File: src/pool_geom_pkg.sv
//----------------------------------------------------------------------------
// table geometry shared by the video side and the game core
// pocket bit order is fixed and sets the level-1 target order
//----------------------------------------------------------------------------
`default_nettype none

package pool_geom_pkg;

	localparam int unsigned NUM_HOLES = 6;

	// bit 0 right-bottom, 1 left-top, 2 middle-bottom
	// bit 3 right-top, 4 left-bottom, 5 middle-top
	typedef logic [NUM_HOLES-1:0] hole_vec_t;

	// drawing requests of one pixel
	typedef struct packed {
		logic      white;
		logic      red;
		logic      black;
		hole_vec_t holes;
	} draw_req_t;

	// hit events of one cycle, carried by a single-cycle valid
	typedef struct packed {
		hole_vec_t red_holes;  // pockets the red ball overlaps
		logic      white_hit;
		logic      black_hit;
		logic      valid;
	} hole_hit_t;

endpackage

`default_nettype wire

File: src/pool_rules_pkg.sv
//----------------------------------------------------------------------------
// game rules: phases, the sign and magnitude score and the level goals
// goals must stay below SCORE_MAX or the level can never end
//----------------------------------------------------------------------------
`default_nettype none

package pool_rules_pkg;

	typedef enum logic [2:0] {
		PH_OPEN   = 3'd0,
		PH_LEVEL1 = 3'd1,
		PH_LEVEL2 = 3'd2,
		PH_LEVEL3 = 3'd3,
		PH_WINNER = 3'd4,
		PH_LOSER  = 3'd5
	} phase_t;

	// score as sign and magnitude
	typedef struct packed {
		logic       neg;
		logic [3:0] mag;
	} score_t;

	localparam logic [3:0] SCORE_MAX = 4'd15;

	// points needed to leave each level
	localparam logic [3:0] GOAL_L1 = 4'd2;
	localparam logic [3:0] GOAL_L2 = 4'd2;
	localparam logic [3:0] GOAL_L3 = 4'd3;

	// first target pocket, index into hole_vec_t
	localparam int unsigned FIRST_TARGET = 0;

endpackage

`default_nettype wire

File: src/hole_hit_detector.sv
//----------------------------------------------------------------------------
// ball-in-pocket detection, each ball reported at most once per frame
// an overlap on the start_of_frame cycle already counts for the new frame
//----------------------------------------------------------------------------
`timescale 1ns/1ps
`default_nettype none

module hole_hit_detector
	import pool_geom_pkg::*;
(
	input  logic      clk,
	input  logic      resetN,
	input  logic      start_of_frame,
	input  draw_req_t draw_req,
	output hole_hit_t hits
);

	hole_vec_t red_over;   // pockets under the red pixel
	logic      any_hole;
	logic      red_ov;
	logic      white_ov;
	logic      black_ov;
	logic      red_done;   // reported in this frame
	logic      white_done;
	logic      black_done;
	logic      red_new;
	logic      white_new;
	logic      black_new;

	// pixel overlaps
	always_comb begin
		any_hole = |draw_req.holes;
		red_over = draw_req.red ? draw_req.holes : '0;
		red_ov   = draw_req.red & any_hole;
		white_ov = draw_req.white & any_hole;
		black_ov = draw_req.black & any_hole;
	end

	// first overlap only, the old frame's flags drop at start_of_frame
	assign red_new   = red_ov & ~(red_done & ~start_of_frame);
	assign white_new = white_ov & ~(white_done & ~start_of_frame);
	assign black_new = black_ov & ~(black_done & ~start_of_frame);

	always_ff @(posedge clk or negedge resetN) begin
		if (!resetN) begin
			red_done   <= 1'b0;
			white_done <= 1'b0;
			black_done <= 1'b0;
			hits       <= '0;
		end else begin
			red_done   <= (red_done & ~start_of_frame) | red_new;
			white_done <= (white_done & ~start_of_frame) | white_new;
			black_done <= (black_done & ~start_of_frame) | black_new;

			hits.red_holes <= red_new ? red_over : '0;
			hits.white_hit <= white_new;
			hits.black_hit <= black_new;
			hits.valid     <= red_new | white_new | black_new;  // one-cycle strobe
		end
	end

endmodule

`default_nettype wire

File: src/game_phase_fsm.sv
//----------------------------------------------------------------------------
// screen and level sequencing, enter is sampled as a level
// holding enter over two edges passes straight through the open screen
//----------------------------------------------------------------------------
`timescale 1ns/1ps
`default_nettype none

module game_phase_fsm
	import pool_geom_pkg::*;
	import pool_rules_pkg::*;
(
	input  logic      clk,
	input  logic      resetN,
	input  logic      enter,
	input  hole_hit_t hits,
	input  logic      goal_reached,
	output phase_t    phase,
	output logic      open_screen,
	output logic      winner_screen,
	output logic      loser_screen,
	output logic      black_enable
);

	phase_t state;
	phase_t state_nxt;
	logic   black_hit;

	assign black_hit = hits.valid & hits.black_hit;

	always_ff @(posedge clk or negedge resetN) begin
		if (!resetN) begin
			state <= PH_OPEN;
		end else begin
			state <= state_nxt;
		end
	end

	// ------------------------------------------------------------------------
	// next phase
	// ------------------------------------------------------------------------
	always_comb begin
		state_nxt = state;
		case (state)
			PH_OPEN: begin
				if (enter) state_nxt = PH_LEVEL1;
			end
			PH_LEVEL1: begin
				if (goal_reached) state_nxt = PH_LEVEL2;
			end
			PH_LEVEL2: begin
				if (goal_reached) state_nxt = PH_LEVEL3;
			end
			PH_LEVEL3: begin
				if (black_hit) begin
					state_nxt = PH_LOSER;   // black ball wins over the goal
				end else if (goal_reached) begin
					state_nxt = PH_WINNER;
				end
			end
			PH_WINNER, PH_LOSER: begin
				if (enter) state_nxt = PH_OPEN;
			end
			default: state_nxt = PH_OPEN;
		endcase
	end

	assign phase         = state;
	assign open_screen   = (state == PH_OPEN);
	assign winner_screen = (state == PH_WINNER);
	assign loser_screen  = (state == PH_LOSER);
	assign black_enable  = (state == PH_LEVEL3);

endmodule

`default_nettype wire

File: src/score_keeper.sv
//----------------------------------------------------------------------------
// signed score and level-1 target, one update per hit strobe
// a red overlap in the strobe masks a white overlap in the same strobe
//----------------------------------------------------------------------------
`timescale 1ns/1ps
`default_nettype none

module score_keeper
	import pool_geom_pkg::*;
	import pool_rules_pkg::*;
(
	input  logic      clk,
	input  logic      resetN,
	input  hole_hit_t hits,
	input  phase_t    phase,
	output score_t    score,
	output hole_vec_t target,
	output logic      goal_reached
);

	hole_vec_t  tgt_q;       // held through all phases, shown in level 1
	hole_vec_t  tgt_first;
	logic [3:0] goal;
	logic       in_level;
	logic       red_any;
	logic       red_scores;

	// one step toward plus, saturating
	function automatic score_t score_up(score_t s);
		score_t r;
		r = s;
		if (s.neg) begin
			r.mag = s.mag - 4'd1;
			r.neg = (r.mag != 4'd0);   // back to plus at zero
		end else if (s.mag != SCORE_MAX) begin
			r.mag = s.mag + 4'd1;
		end
		return r;
	endfunction

	// one step toward minus, saturating
	function automatic score_t score_down(score_t s);
		score_t r;
		r = s;
		if (!s.neg && s.mag == 4'd0) begin
			r.neg = 1'b1;
			r.mag = 4'd1;
		end else if (!s.neg) begin
			r.mag = s.mag - 4'd1;
		end else if (s.mag != SCORE_MAX) begin
			r.mag = s.mag + 4'd1;
		end
		return r;
	endfunction

	// goal of the current level
	always_comb begin
		in_level = 1'b1;
		case (phase)
			PH_LEVEL1: goal = GOAL_L1;
			PH_LEVEL2: goal = GOAL_L2;
			PH_LEVEL3: goal = GOAL_L3;
			default: begin
				goal     = 4'd0;
				in_level = 1'b0;
			end
		endcase
	end

	assign goal_reached = in_level & ~score.neg & (score.mag == goal);

	assign tgt_first  = hole_vec_t'(1) << FIRST_TARGET;
	assign red_any    = |hits.red_holes;
	assign red_scores = (phase == PH_LEVEL1) ? |(hits.red_holes & tgt_q) : red_any;

	always_ff @(posedge clk or negedge resetN) begin
		if (!resetN) begin
			score <= '0;
			tgt_q <= tgt_first;
		end else if (!in_level || goal_reached) begin
			score <= '0;          // screens and level change start from zero
			tgt_q <= tgt_first;
		end else if (hits.valid) begin
			if (red_any) begin
				if (red_scores) begin
					score <= score_up(score);
					if (phase == PH_LEVEL1) tgt_q <= {tgt_q[NUM_HOLES-2:0], tgt_q[NUM_HOLES-1]};
				end
			end else if (hits.white_hit) begin
				score <= score_down(score);  // target stays
			end
		end
	end

	assign target = (phase == PH_LEVEL1) ? tgt_q : '0;

endmodule

`default_nettype wire

File: src/pool_game_top.sv
//----------------------------------------------------------------------------
// scoring and level core of the pool game
// pixel to score is 2 cycles and goal to level change 1 more
//----------------------------------------------------------------------------
`timescale 1ns/1ps
`default_nettype none

module pool_game_top
	import pool_geom_pkg::*;
	import pool_rules_pkg::*;
(
	input  logic      clk,
	input  logic      resetN,
	input  logic      start_of_frame,
	input  draw_req_t draw_req,
	input  logic      enter,
	output phase_t    phase,
	output score_t    score,
	output hole_vec_t target,
	output logic      black_enable,
	output logic      open_screen,
	output logic      winner_screen,
	output logic      loser_screen
);

	hole_hit_t hits;          // strobe to both sides
	logic      goal_reached;  // level goal met, back to the FSM

	hole_hit_detector u_hole_hit_detector (
		.clk            (clk),
		.resetN         (resetN),
		.start_of_frame (start_of_frame),
		.draw_req       (draw_req),
		.hits           (hits)
	);

	game_phase_fsm u_game_phase_fsm (
		.clk           (clk),
		.resetN        (resetN),
		.enter         (enter),
		.hits          (hits),
		.goal_reached  (goal_reached),
		.phase         (phase),
		.open_screen   (open_screen),
		.winner_screen (winner_screen),
		.loser_screen  (loser_screen),
		.black_enable  (black_enable)
	);

	score_keeper u_score_keeper (
		.clk          (clk),
		.resetN       (resetN),
		.hits         (hits),
		.phase        (phase),
		.score        (score),
		.target       (target),
		.goal_reached (goal_reached)
	);

endmodule

`default_nettype wire

File: config.mk
export PLATFORM = sky130hd
export DESIGN_NAME = pool_game_top
export DESIGN_NICKNAME = d
export VERILOG_FILES = /design/src/pool_geom_pkg.sv /design/src/pool_rules_pkg.sv /design/src/hole_hit_detector.sv /design/src/game_phase_fsm.sv /design/src/score_keeper.sv /design/src/pool_game_top.sv
export SDC_FILE = /design/constraint.sdc
export NUM_CORES = 1
export LEC_CHECK = 0
export ABC_AREA = 1
export BUFFER_PORTS_ARGS = -buffer_cell sky130_fd_sc_hd__buf_2
export CAP_MARGIN = 20
export CORE_UTILIZATION = 35
export CTS_CLUSTER_SIZE = 30
export DETAILED_ROUTE_END_ITERATION = 6
export GPL_TIMING_DRIVEN = 0
export PLACE_DENSITY = 0.69
export RECOVER_POWER = 25
export SETUP_SLACK_MARGIN = 0.1
export SYNTH_ARGS = -nofsm -noshare
export SYNTH_HDL_FRONTEND = slang
export SYNTH_SLANG_ARGS = --single-unit
File: constraint.sdc
create_clock -name clk -period 1.43 [get_ports clk]
set_input_delay 0.0715 -clock clk [delete_from_list [all_inputs] [get_ports clk]]
set_output_delay 0.0715 -clock clk [all_outputs]
set_load 0.01 [all_outputs]
==> results of run 1 <==
## cell usage after synthesis (2+ instances only)
| cell | number | area share |
|---|---|---|
| nand2_1 | 64 | 0.15 |
| nor2_1 | 40 | 0.091 |
| inv_1 | 31 | 0.070 |
| dfrtp_1 | 25 | 0.38 |
| nand3_1 | 19 | 0.057 |
| o21ai_0 | 11 | 0.033 |
| o21ai_2 | 7 | 0.037 |
| ha_1 | 4 | 0.030 |
| o211ai_1 | 4 | 0.018 |
| nand2_4 | 3 | 0.020 |
| a21oi_1 | 2 | 0.0061 |
| buf_2 | 2 | 0.0061 |
| inv_2 | 2 | 0.0045 |
| nand2_2 | 2 | 0.0076 |
| nand3_2 | 2 | 0.012 |
| nand4_1 | 2 | 0.0076 |
| nor2_2 | 2 | 0.0076 |
## power groups by stage
stage	combinational (uW)	clock, uW	sequential, uW
global route	3510	653	1120
detailed placement	2280	0	1110
CTS	2770	626	1090
floorplan	1740	0	1120
global placement	2230	0	1110
finish	3150	608	1090
## metrics by stage
stage	instance area (sq um)	TNS [ns]
detailed placement	1890	-0.115
global route	2290	-0.670
floorplan	1680	0
global placement	1890	-0.0559
finish	2290	0
CTS	2150	0
## registers in the layout, summed over array words and instances, names as in the netlist
register and flops:
u_score_keeper.score 5, u_game_phase_fsm.phase 3, u_hole_hit_detector.black_done 1, u_hole_hit_detector.hits 9
u_score_keeper.tgt_q 6, u_hole_hit_detector.white_done 1, u_hole_hit_detector.red_done 1
## per-layer routing
metal | GRT usage | vias up | wire length, um
met5 | 0 | - | 0
li1 | - | 835 | -
met4 | 0.0333 | 0 | 15
met2 | 0.261 | 32 | 1850
met1 | 0.188 | 729 | 1610
met3 | 0.0313 | 2 | 136
## cell usage in the layout (no fill, tap or decap), drive strengths merged, types with 2 or more instances in the layout
cell type | netlist | layout
dfrtp | 25 | 25
a21oi | 2 | 2
o211ai | 4 | 4
nand2 | 69 | 69
nand4 | 2 | 2
o21ai | 19 | 19
ha | 4 | 4
inv | 35 | 35
clkbuf | 0 | 4
nor2 | 43 | 43
buf | 4 | 53
nand3 | 22 | 22
## logic make-up after synthesis
logic type      after synthesis  synth area share
fa+ha+maj                     4            0.0303
buf+inv                      40             0.104
flops                        26             0.394
compound gates               26             0.101
simple gates                137             0.370
## timing repair
item	CTS	global route
hold buffers	1	0
buffers inserted	17	3
resized for setup	16	37
pin swaps	9	10
endpoints found under the setup margin	18	23
hold endpoints to repair	25	0
## worst paths after layout
| check | endpoint | start | slack [ns] |
|---|---|---|---|
| worst max-delay path | u_score_keeper.tgt_q[1] | u_score_keeper.score[0] | 0.01 |
| worst min-delay path | u_hole_hit_detector.hits[6] | draw_req[3] | 0.01 |
| worst max register to register | u_score_keeper.tgt_q[1] | u_score_keeper.score[0] | 0.01 |
| worst min register to register | u_score_keeper.tgt_q[4] | u_score_keeper.tgt_q[3] | 0.52 |
| max in group asynchronous | u_game_phase_fsm.phase[1] | resetN | 0.62 |
| min in group asynchronous | u_score_keeper.tgt_q[2] | resetN | 0.35 |
## layout make-up
cell class | count | area share
Multi-Input combinational cell | 167 | 0.424
Sequential cell | 26 | 0.287
Timing Repair Buffer | 51 | 0.140
Inverter | 36 | 0.0698
Tap cell | 52 | 0.0284
Buffer | 4 | 0.0196
Clock buffer | 3 | 0.0180
Clock inverter | 1 | 0.0131
## tightest hold or removal path: stages
cell,delay (ns)
buf_2,0.10
inv_1,0.04
nor2_1,0.03
==> summary.txt, run 1 <==
STA
  • Slew Limit Headroom: 0.569
  • Setup violators final: 0
  • Worst Slack Setup Final: 0.0104 ns
  • Min Tclk post-route: between 1 and 1.5 ns
  • Crit share post-route: 0.993
  • Worst Max-Slew Pin Slew: 0.647 ns
  • RSZ-0062 raised after global routing: true
  • Clock skew: 0.00731 ns
  • Max Clock Freq: 0.704 GHz
  • Final Slew Violations: 0
  • Hold Worst Slack: between 0.01 and 0.015 ns
  • Final hold vios: 0

Die
  • Die H: 70.7 um
  • Die width: roughly 71 um
  • IO Pins: 31
  • Area of the core: 4440 sq um
  • Die ar.: 5000 sq um
  • Rows: 24
  • Starting density of the core: 0.372

Setup path
  • Critical Path AT: 1.63 ns
  • Stages on worst setup path: 9
  • Critical path data required time: ~1.6 ns
  • Worst path cell trace: inv_4, buf_6, nand2_2, nand3_4, nand2_8, buf_6, nor2_4, nand2_1, o21ai_2
  • Delay-heaviest family, CP: simple AND/OR/NAND/NOR gates
  • Startpoint Class: flop
  • Crit path buffers/inverters: 3
  • Most used cell, CP: buf_6
  • CP endpoint kind: flop
  • Cells on worst reg2reg path: 9
  • Crit path kind: reg -> reg
  • Slowest cell delay on critical path: 0.48 ns
  • CP Max Fanout: 5
  • CP max stage cell: dfrtp_2

Synth
  • Syn Nets: 250
  • Async SR Flop Fraction: 1.00
  • Distinct cells, synth: 28
  • Synth Flop Type: dfrtp_1
  • YS warnings: 0
  • EDFF count, synth: 0
  • Mapped Cells: 233
  • Mean area per synthesized cell: about 7.1 sq um
  • Register area share after synthesis: 0.394
  • Register bit total from synthesis: 26
  • Post-Synthesis Cell Area: 1650 sq um

Cells and area
  • Multi-input gate area in the final layout: between 900 and 1000 sq um
  • Final nets: between 300 and 400
  • Layout cell share with drive strength beyond 1: 0.403
  • Diode count: 0
  • Non-filler cells, final: between 300 and 400
  • Area Overhead vs Synth: 38.7%
  • Register area: 658 sq um
  • Fillers: 429
  • Final Core Density: 0.516

Power
  • Internal Power: 2630 uW
  • VDD IR-drop max: 0.923 mV
  • Clk pwr share: 0.125
  • Overall Power: 4850 uW
  • Switching power share of the total: 0.458
  • P_sw: 2220 uW
  • Combinational power share: 0.649
  • PwrDens: between 2000 and 2500 nW/um^2
  • Leak: 0.00124 uW
  • Reg power frac: 0.225

Drt
  • Vias/cell: 4.70
  • Drt first pass iters: 6
  • Routed wire per std cell: 10.6 um
  • Starting DRT DRC Count: 80
  • Residual DRC: 2
  • Final WL: 3.61 mm
  • Number of routed nets with antenna violations: 0
  • Total number of vias: ~1600

Placed design
  • Post-Place Cells: 315
  • RePlAce Congestion: around 0.86
  • HPWL after DPL: 2.51 mm
  • IO buf count: 30
  • Place WS: -0.0349 ns

Hold path
  • Hold Crit Class: in -> reg
  • Hold Path Depth: 3

GRT
  • Largest net degree at the start of global routing: 27
  • Gr ovfl total: 0
  • All-Layer GR Usage: 0.149
  • Vias in the first global route: between 1000 and 1500
  • Antenna violations before repair: 0
  • First-pass GRT wire length: a little under 6 mm

Clock network
  • Root Buffer: clkbuf_8
  • CTS tree: done
  • H-tree levels: 1
  • Cts bufs inserted: 3
  • Clock Tree Buf Depth: 2
  • Clock latency on the worst-skew pair: 0.27 ns
  • CTS Sinks: 26
  • Worst-path clk slew: 0.09 ns

Run status
  • Status: finished with violations
  • Failing checks: DRC

Job
  • Maxcap violations: 0
No activity file was read; power rests on OpenSTA's default activity.
==> run 2: changes to the inputs <==
--- a/config.mk
+++ b/config.mk
@@ -13,7 +13,7 @@
 export DETAILED_ROUTE_END_ITERATION = 6
 export GPL_TIMING_DRIVEN = 0
 export PLACE_DENSITY = 0.69
-export RECOVER_POWER = 25
+export RECOVER_POWER = 100
 export SETUP_SLACK_MARGIN = 0.1
 export SYNTH_ARGS = -nofsm -noshare
 export SYNTH_HDL_FRONTEND = slang
==> run 2 against run 1 <==
  * The run still ends with DRC left
  * Via count is 0.13% higher
  * Die area unchanged
  * Critical path depth unchanged
  * Critical endpoint unchanged
  * Final cell count is the same
  * Worst hold slack stayed put
  * Critical path type unchanged
  * First-iteration DRC count is the same
  * Flip-flop and latch count unchanged
  * Register-to-register slack is essentially flat
  * Setup slack hardly changed
  * Highest routed layer unchanged
  * Count of clock-buffer cells in the layout unchanged
  * Design area is 0.11% lower
==> summary.txt, run 2 (synthesis results as in run 1) <==
Run status
  • Status: finished with violations
  • Failing checks: DRC

Die
  • Die ar.: 5000 sq um (unchanged)
  • Rows: 24 (unchanged)
  • Area of the core: 4440 sq um (unchanged)
  • IO Pins: 31 (unchanged)
  • Die H: 70.7 um (unchanged)
  • Starting density of the core: 0.372 (unchanged)
  • Die width: 70.7 um (unchanged)

STA
  • Max Clock Freq: 0.704 GHz (unchanged)
  • Final Slew Violations: 0 (unchanged)
  • Min Tclk post-route: 1.42 ns (-0.000000200 ns)
  • Final hold vios: 0 (unchanged)
  • RSZ-0062 raised after global routing: true
  • Crit share post-route: 0.993 (about the same)
  • Worst Max-Slew Pin Slew: 0.647 ns (unchanged)
  • Clock skew: 0.00731 ns (+0.0000000600 ns)
  • Slew Limit Headroom: 0.569 (unchanged)
  • Hold Worst Slack: 0.0107 ns (unchanged)
  • Setup violators final: 0 (unchanged)

Power
  • VDD IR-drop max: 0.923 mV (about the same)
  • Leak: 0.00123 uW (-0.66%)
  • PwrDens: 2110 nW/um^2 (about the same)

Setup path
  • Cells on worst reg2reg path: 9 (unchanged)
  • RR Endpoint: u_score_keeper.tgt_q[1]
  • CP endpoint: u_score_keeper.tgt_q[1]
  • CP endpoint kind: flop
  • CP Max Fanout: 5 (unchanged)
  • Reg-to-reg startpoint: u_score_keeper.score[0]
  • Worst Setup SP: u_score_keeper.score[0]
  • Critical path data required time: 1.64 ns (about the same)
  • Startpoint Class: flop
  • Crit path kind: reg -> reg
  • Reg-to-reg slack, setup: 0.01 ns (about the same)
  • Critical Path AT: 1.63 ns (about the same)

Clock network
  • H-tree levels: 1 (unchanged)
  • Worst-path clk slew: 0.09 ns (about the same)
  • CTS Sinks: 26 (unchanged)
  • Clock latency on the worst-skew pair: 0.27 ns (about the same)
  • Clock Tree Buf Depth: 2 (unchanged)
  • CTS tree: done
  • Root Buffer: clkbuf_8
  • Cts bufs inserted: 3 (unchanged)

Placed design
  • RePlAce Congestion: 0.858 (unchanged)
  • IO buf count: 30 (unchanged)
  • HPWL after DPL: 2.51 mm (unchanged)
  • Post-DP Area: 1890 sq um (unchanged)

Drt
  • Routed wire per std cell: 10.6 um (+0.14%)
  • Total number of vias: 1600 (+0.13%)
  • Residual DRC: 2 (unchanged)
  • Top layer in use: met4
  • Vias/cell: 4.71 (+0.13%)
  • Post-Route M1 WL: 1.61 mm (about the same)
  • Drt first pass iters: 6 (unchanged)
  • Number of routed nets with antenna violations: 0 (unchanged)
  • Final WL: 3.62 mm (+0.14%)
  • Starting DRT DRC Count: 80 (unchanged)
  • Metal2 WL: 1.86 mm (about the same)
  • Met3 WL post-DR: 140 um (+2.9%)

Cells and area
  • Diode count: 0 (unchanged)
  • Most common cell after layout, fill and taps aside: nand2_1
  • Commonest cells after routing, fill and taps aside: nand2_1 (53), nor2_1 (30), inv_1 (27), buf_2 (27), dfrtp_1 (20)
  • Max reg flops: 9 (unchanged)
  • Layout cell share with drive strength beyond 1: 0.396 (-0.00694)
  • Reg with most FFs: u_hole_hit_detector.hits
  • Biggest regs: u_hole_hit_detector.hits x9, u_score_keeper.tgt_q x6, u_score_keeper.score x5
  • Area Overhead vs Synth: 38.6%
  • Final nets: 306 (unchanged)
  • Final Core Density: 0.516 (-0.000563)
  • Post-route cell area: 2290 sq um (-0.11%)

GRT
  • Antenna violations before repair: 0 (unchanged)
  • All-Layer GR Usage: 0.149 (unchanged)
  • Largest net degree at the start of global routing: 27 (unchanged)
  • Gr ovfl total: 0 (unchanged)
  • First-pass GRT wire length: 5.95 mm (unchanged)
  • Vias in the first global route: 1383 (unchanged)

Job
  • Maxcap violations: 0 (unchanged)

Hold path
  • Hold Crit Class: in -> reg
## run 2: worst min-delay path by stage
stage                     start                     endpoint  slack [ns]  depth (start not counted)
floorplan                resetN    u_game_phase_fsm.phase[0]       -0.22                          0
CTS                 draw_req[3]  u_hole_hit_detector.hits[6]       0.005                          3
finish              draw_req[3]  u_hole_hit_detector.hits[6]        0.01                          3
global route        draw_req[4]  u_hole_hit_detector.hits[7]        0.01                          3
detailed placement       resetN  u_hole_hit_detector.hits[6]        0.11                          1
global placement         resetN  u_hole_hit_detector.hits[5]        0.10                          1
## run 2: area by class of cell
class / instances / area, sq um
Fill cell: 429 / 2150
Multi-Input combinational cell: 167 / 973
Sequential cell: 26 / 658
Timing Repair Buffer: 51 / 319
Inverter: 36 / 160
Tap cell: 52 / 65.1
Buffer: 4 / 45.0
Clock buffer: 3 / 41.3
Clock inverter: 1 / 30.0
## run 2: where the power goes
part	leakage (uW)	internal, uW	switching [uW]
registers	0.000326	912	181
clock network	0.0000357	374	234
logic	0.000868	1340	1810
total	0.00123	2620	2220
## run 2: repair_timing
| action | in CTS | in global routing |
|---|---|---|
| gates resized for setup | 16 | 37 |
| hold buffers | 1 | 0 |
| buffers inserted | 17 | 3 |
| setup endpoints to repair | 18 | 23 |
| pin swaps | 9 | 10 |
| hold endpoints to repair | 25 | 0 |
| cloned | 0 | 0 |
## run 2: per-layer routing
metal / up-vias / track usage
li1: 835 / -
met1: 730 / 0.188
met2: 33 / 0.261
met3: 2 / 0.0313
met4: 0 / 0.0333
met5: - / 0
## run 2: critical path, stage by stage (launching register included)
cell	delay [ns]
dfrtp_2	0.48
inv_4	0.11
buf_6	0.10
nand2_2	0.06
nand3_4	0.09
nand2_8	0.08
buf_6	0.14
nor2_4	0.18
nand2_1	0.09
o21ai_2	0.05
## run 2: stage by stage
stage	worst slack (ns)	TNS, ns	cells	power, uW
2_1_floorplan	0.0835	0	233	2860
4_1_cts	0.0337	0	337	4480
5_1_grt	-0.0744	-0.670	340	5270
6_report	0.0104	0	340	4840
3_3_place_gp	-0.0282	-0.0559	315	3340
3_5_place_dp	-0.0349	-0.115	315	3390
==> run 3: changes to the inputs <==
--- a/config.mk
+++ b/config.mk
@@ -12,6 +12,7 @@
 export CTS_CLUSTER_SIZE = 30
 export DETAILED_ROUTE_END_ITERATION = 6
 export GPL_TIMING_DRIVEN = 0
+export HOLD_SLACK_MARGIN = 0.08
 export PLACE_DENSITY = 0.69
 export RECOVER_POWER = 100
 export SETUP_SLACK_MARGIN = 0.1
==> run 3 against run 2 <==
  * The flow still finishes with violations (DRC)
  * Worst hold slack improved by 0.13 ns
  * Critical path depth did not move
  * Sequential power barely moved
  * Count of clock-buffer cells in the layout did not move
  * Highest routed layer unchanged
  * Final cell count rose by 3.8%
  * Critical path type unchanged
  * Setup slack got worse by 0.00072 ns
  * Flip-flop and latch count did not move
==> summary.txt, run 3 (synthesis results as in run 1) <==
Drt
  • Routed wire per std cell: 10.8 um (+1.7%)
  • Residual DRC: 2 (unchanged)
  • Starting DRT DRC Count: 97 (+21%)
  • Final WL: 3.82 mm (+5.6%)
  • Drt first pass iters: 6 (unchanged)
  • Number of routed nets with antenna violations: 0 (unchanged)
  • Total number of vias: 1657 (+3.6%)
  • Vias/cell: 4.69 (-0.25%)

Run status
  • Failing checks: DRC
  • Status: finished with violations

Placed design
  • RePlAce Congestion: 0.858 (unchanged)
  • Post-DP Area: 1890 sq um (unchanged)
  • Place WS: -0.0349 ns (unchanged)
  • HPWL after DPL: 2.51 mm (unchanged)
  • IO buf count: 30 (unchanged)

Job
  • Maxcap violations: 0 (unchanged)

Cells and area
  • Most common cell after layout, fill and taps aside: nand2_1
  • Post-route cell area: 2420 sq um (+5.6%)
  • Final nets: 319 (+4.2%)
  • Layout cell share with drive strength beyond 1: 0.375 (-0.0204)
  • Diode count: 0 (unchanged)
  • Biggest regs: u_hole_hit_detector.hits x9, u_score_keeper.tgt_q x6, u_score_keeper.score x5
  • Reg with most FFs: u_hole_hit_detector.hits
  • Max reg flops: 9 (unchanged)
  • Commonest cells after routing, fill and taps aside: nand2_1 (53), nor2_1 (31), inv_1 (27), buf_2 (27), dfrtp_1 (20)
  • Area Overhead vs Synth: 46.3%

Clock network
  • Worst-path clk slew: 0.10 ns (about the same)
  • Cts bufs inserted: 3 (unchanged)
  • Clock latency on the worst-skew pair: 0.27 ns (about the same)
  • H-tree levels: 1 (unchanged)
  • CTS Sinks: 26 (unchanged)
  • CTS tree: done
  • Root Buffer: clkbuf_8
  • Clock Tree Buf Depth: 2 (unchanged)

Power
  • PwrDens: 2020 nW/um^2 (-4.6%)
  • Leak: 0.00128 uW (+4.2%)
  • VDD IR-drop max: 0.926 mV (+0.36%)
  • Overall Power: 4880 uW (+0.75%)

GRT
  • First-pass GRT wire length: 6.25 mm (+5.0%)
  • All-Layer GR Usage: 0.156 (+0.00758)
  • Antenna violations before repair: 0 (unchanged)
  • Vias in the first global route: 1489 (+7.7%)
  • Largest net degree at the start of global routing: 27 (unchanged)
  • Gr ovfl total: 0 (unchanged)

STA
  • Min Tclk post-route: 1.42 ns (+0.000724 ns)
  • RSZ-0062 raised after global routing: true
  • Max Clock Freq: 0.704 GHz (about the same)
  • Final hold vios: 0 (unchanged)
  • Crit share post-route: 0.993 (about the same)
  • Clock skew: 0.0101 ns (+0.00276 ns)
  • Final Slew Violations: 0 (unchanged)
  • Slew Limit Headroom: 0.568 (-0.00108)
  • Worst Slack Setup Final: 0.00969 ns (-0.000724 ns)
  • Setup violators final: 0 (unchanged)
  • Worst Max-Slew Pin Slew: 0.648 ns (+0.00162 ns)

Die
  • Starting density of the core: 0.372 (unchanged)
  • Rows: 24 (unchanged)
  • Die H: 70.7 um (unchanged)
  • Die ar.: 5000 sq um (unchanged)
  • IO Pins: 31 (unchanged)
  • Area of the core: 4440 sq um (unchanged)
  • Die width: 70.7 um (unchanged)

Setup path
  • CP endpoint kind: flop
  • Startpoint Class: flop
  • Critical Path AT: 1.63 ns (about the same)
  • CP Max Fanout: 5 (unchanged)
  • Crit path kind: reg -> reg
  • Critical path data required time: 1.64 ns (about the same)

Hold path
  • Hold Crit Class: in -> reg
## run 3: cell types whose count changed in the layout (fill, tap and decap cells not counted), sizes merged
cell	before	now
dlygate4sd3	1	14
## run 3: final timing paths
kind                                          from                          end  slack [ns]  cells after the start
hold reg to reg            u_score_keeper.tgt_q[3]      u_score_keeper.tgt_q[4]        0.53                      2
setup reg to reg           u_score_keeper.score[0]      u_score_keeper.tgt_q[1]        0.01                      9
hold / removal                      start_of_frame  u_hole_hit_detector.hits[2]        0.14                      3
setup / recovery           u_score_keeper.score[0]      u_score_keeper.tgt_q[1]        0.01                      9
min in group asynchronous                   resetN      u_score_keeper.tgt_q[2]        0.35                      2
max in group asynchronous                   resetN    u_game_phase_fsm.phase[1]        0.61                      2
## run 3: cell type report
type	instances	area (sq um)
repair buffers	64	449
plain buffers	4	45.0
multi-input cells	167	971
well taps	52	65.1
flip-flops and latches	26	658
fillers	422	2020
inverters	36	160
clock buffers	3	41.3
clock inverters	1	30.0
## run 3: routing by layer
metal / vias to the layer above / routed length (um) / global-route usage
li1: 861 / - / -
met1: 762 / 1680 / 0.189
met2: 32 / 2000 / 0.283
met3: 2 / 121 / 0.0328
met4: 0 / 15 / 0.0378
met5: - / 0 / 0
## run 3: stage by stage
| step | std cells | utilization | hold WS, ns | TNS (ns) |
|---|---|---|---|---|
| 6_report | 353 | 0.544 | 0.141 | 0 |
| 5_1_grt | 353 | 0.544 | 0.174 | -0.666 |
| 4_1_cts | 350 | 0.513 | 0.128 | 0 |
| 3_5_place_dp | 315 | 0.426 | 0.105 | -0.115 |
| 3_3_place_gp | 315 | 0.426 | 0.105 | -0.0559 |
| 2_1_floorplan | 233 | - | -0.224 | 0 |
## run 3: timing repair
item / 4_1_cts / 5_1_grt
endpoints found under the hold margin: 36 / 0
hold buffers: 14 / 0
pin swaps: 9 / 11
buffers inserted: 17 / 3
endpoints found under the setup margin: 18 / 23
resized for setup: 16 / 36
## run 3: worst max-delay path: stages (launching register included)
cell	delay [ns]
dfrtp_2	0.48
inv_4	0.11
buf_6	0.10
nand2_2	0.06
nand3_4	0.09
nand2_8	0.08
buf_6	0.14
nor2_4	0.18
nand2_1	0.09
o21ai_2	0.05
## run 3: where the power goes
part	switching [uW]	internal [uW]
Combinational	1810	1360
Sequential	182	912
Clock	239	374
Total	2230	2650
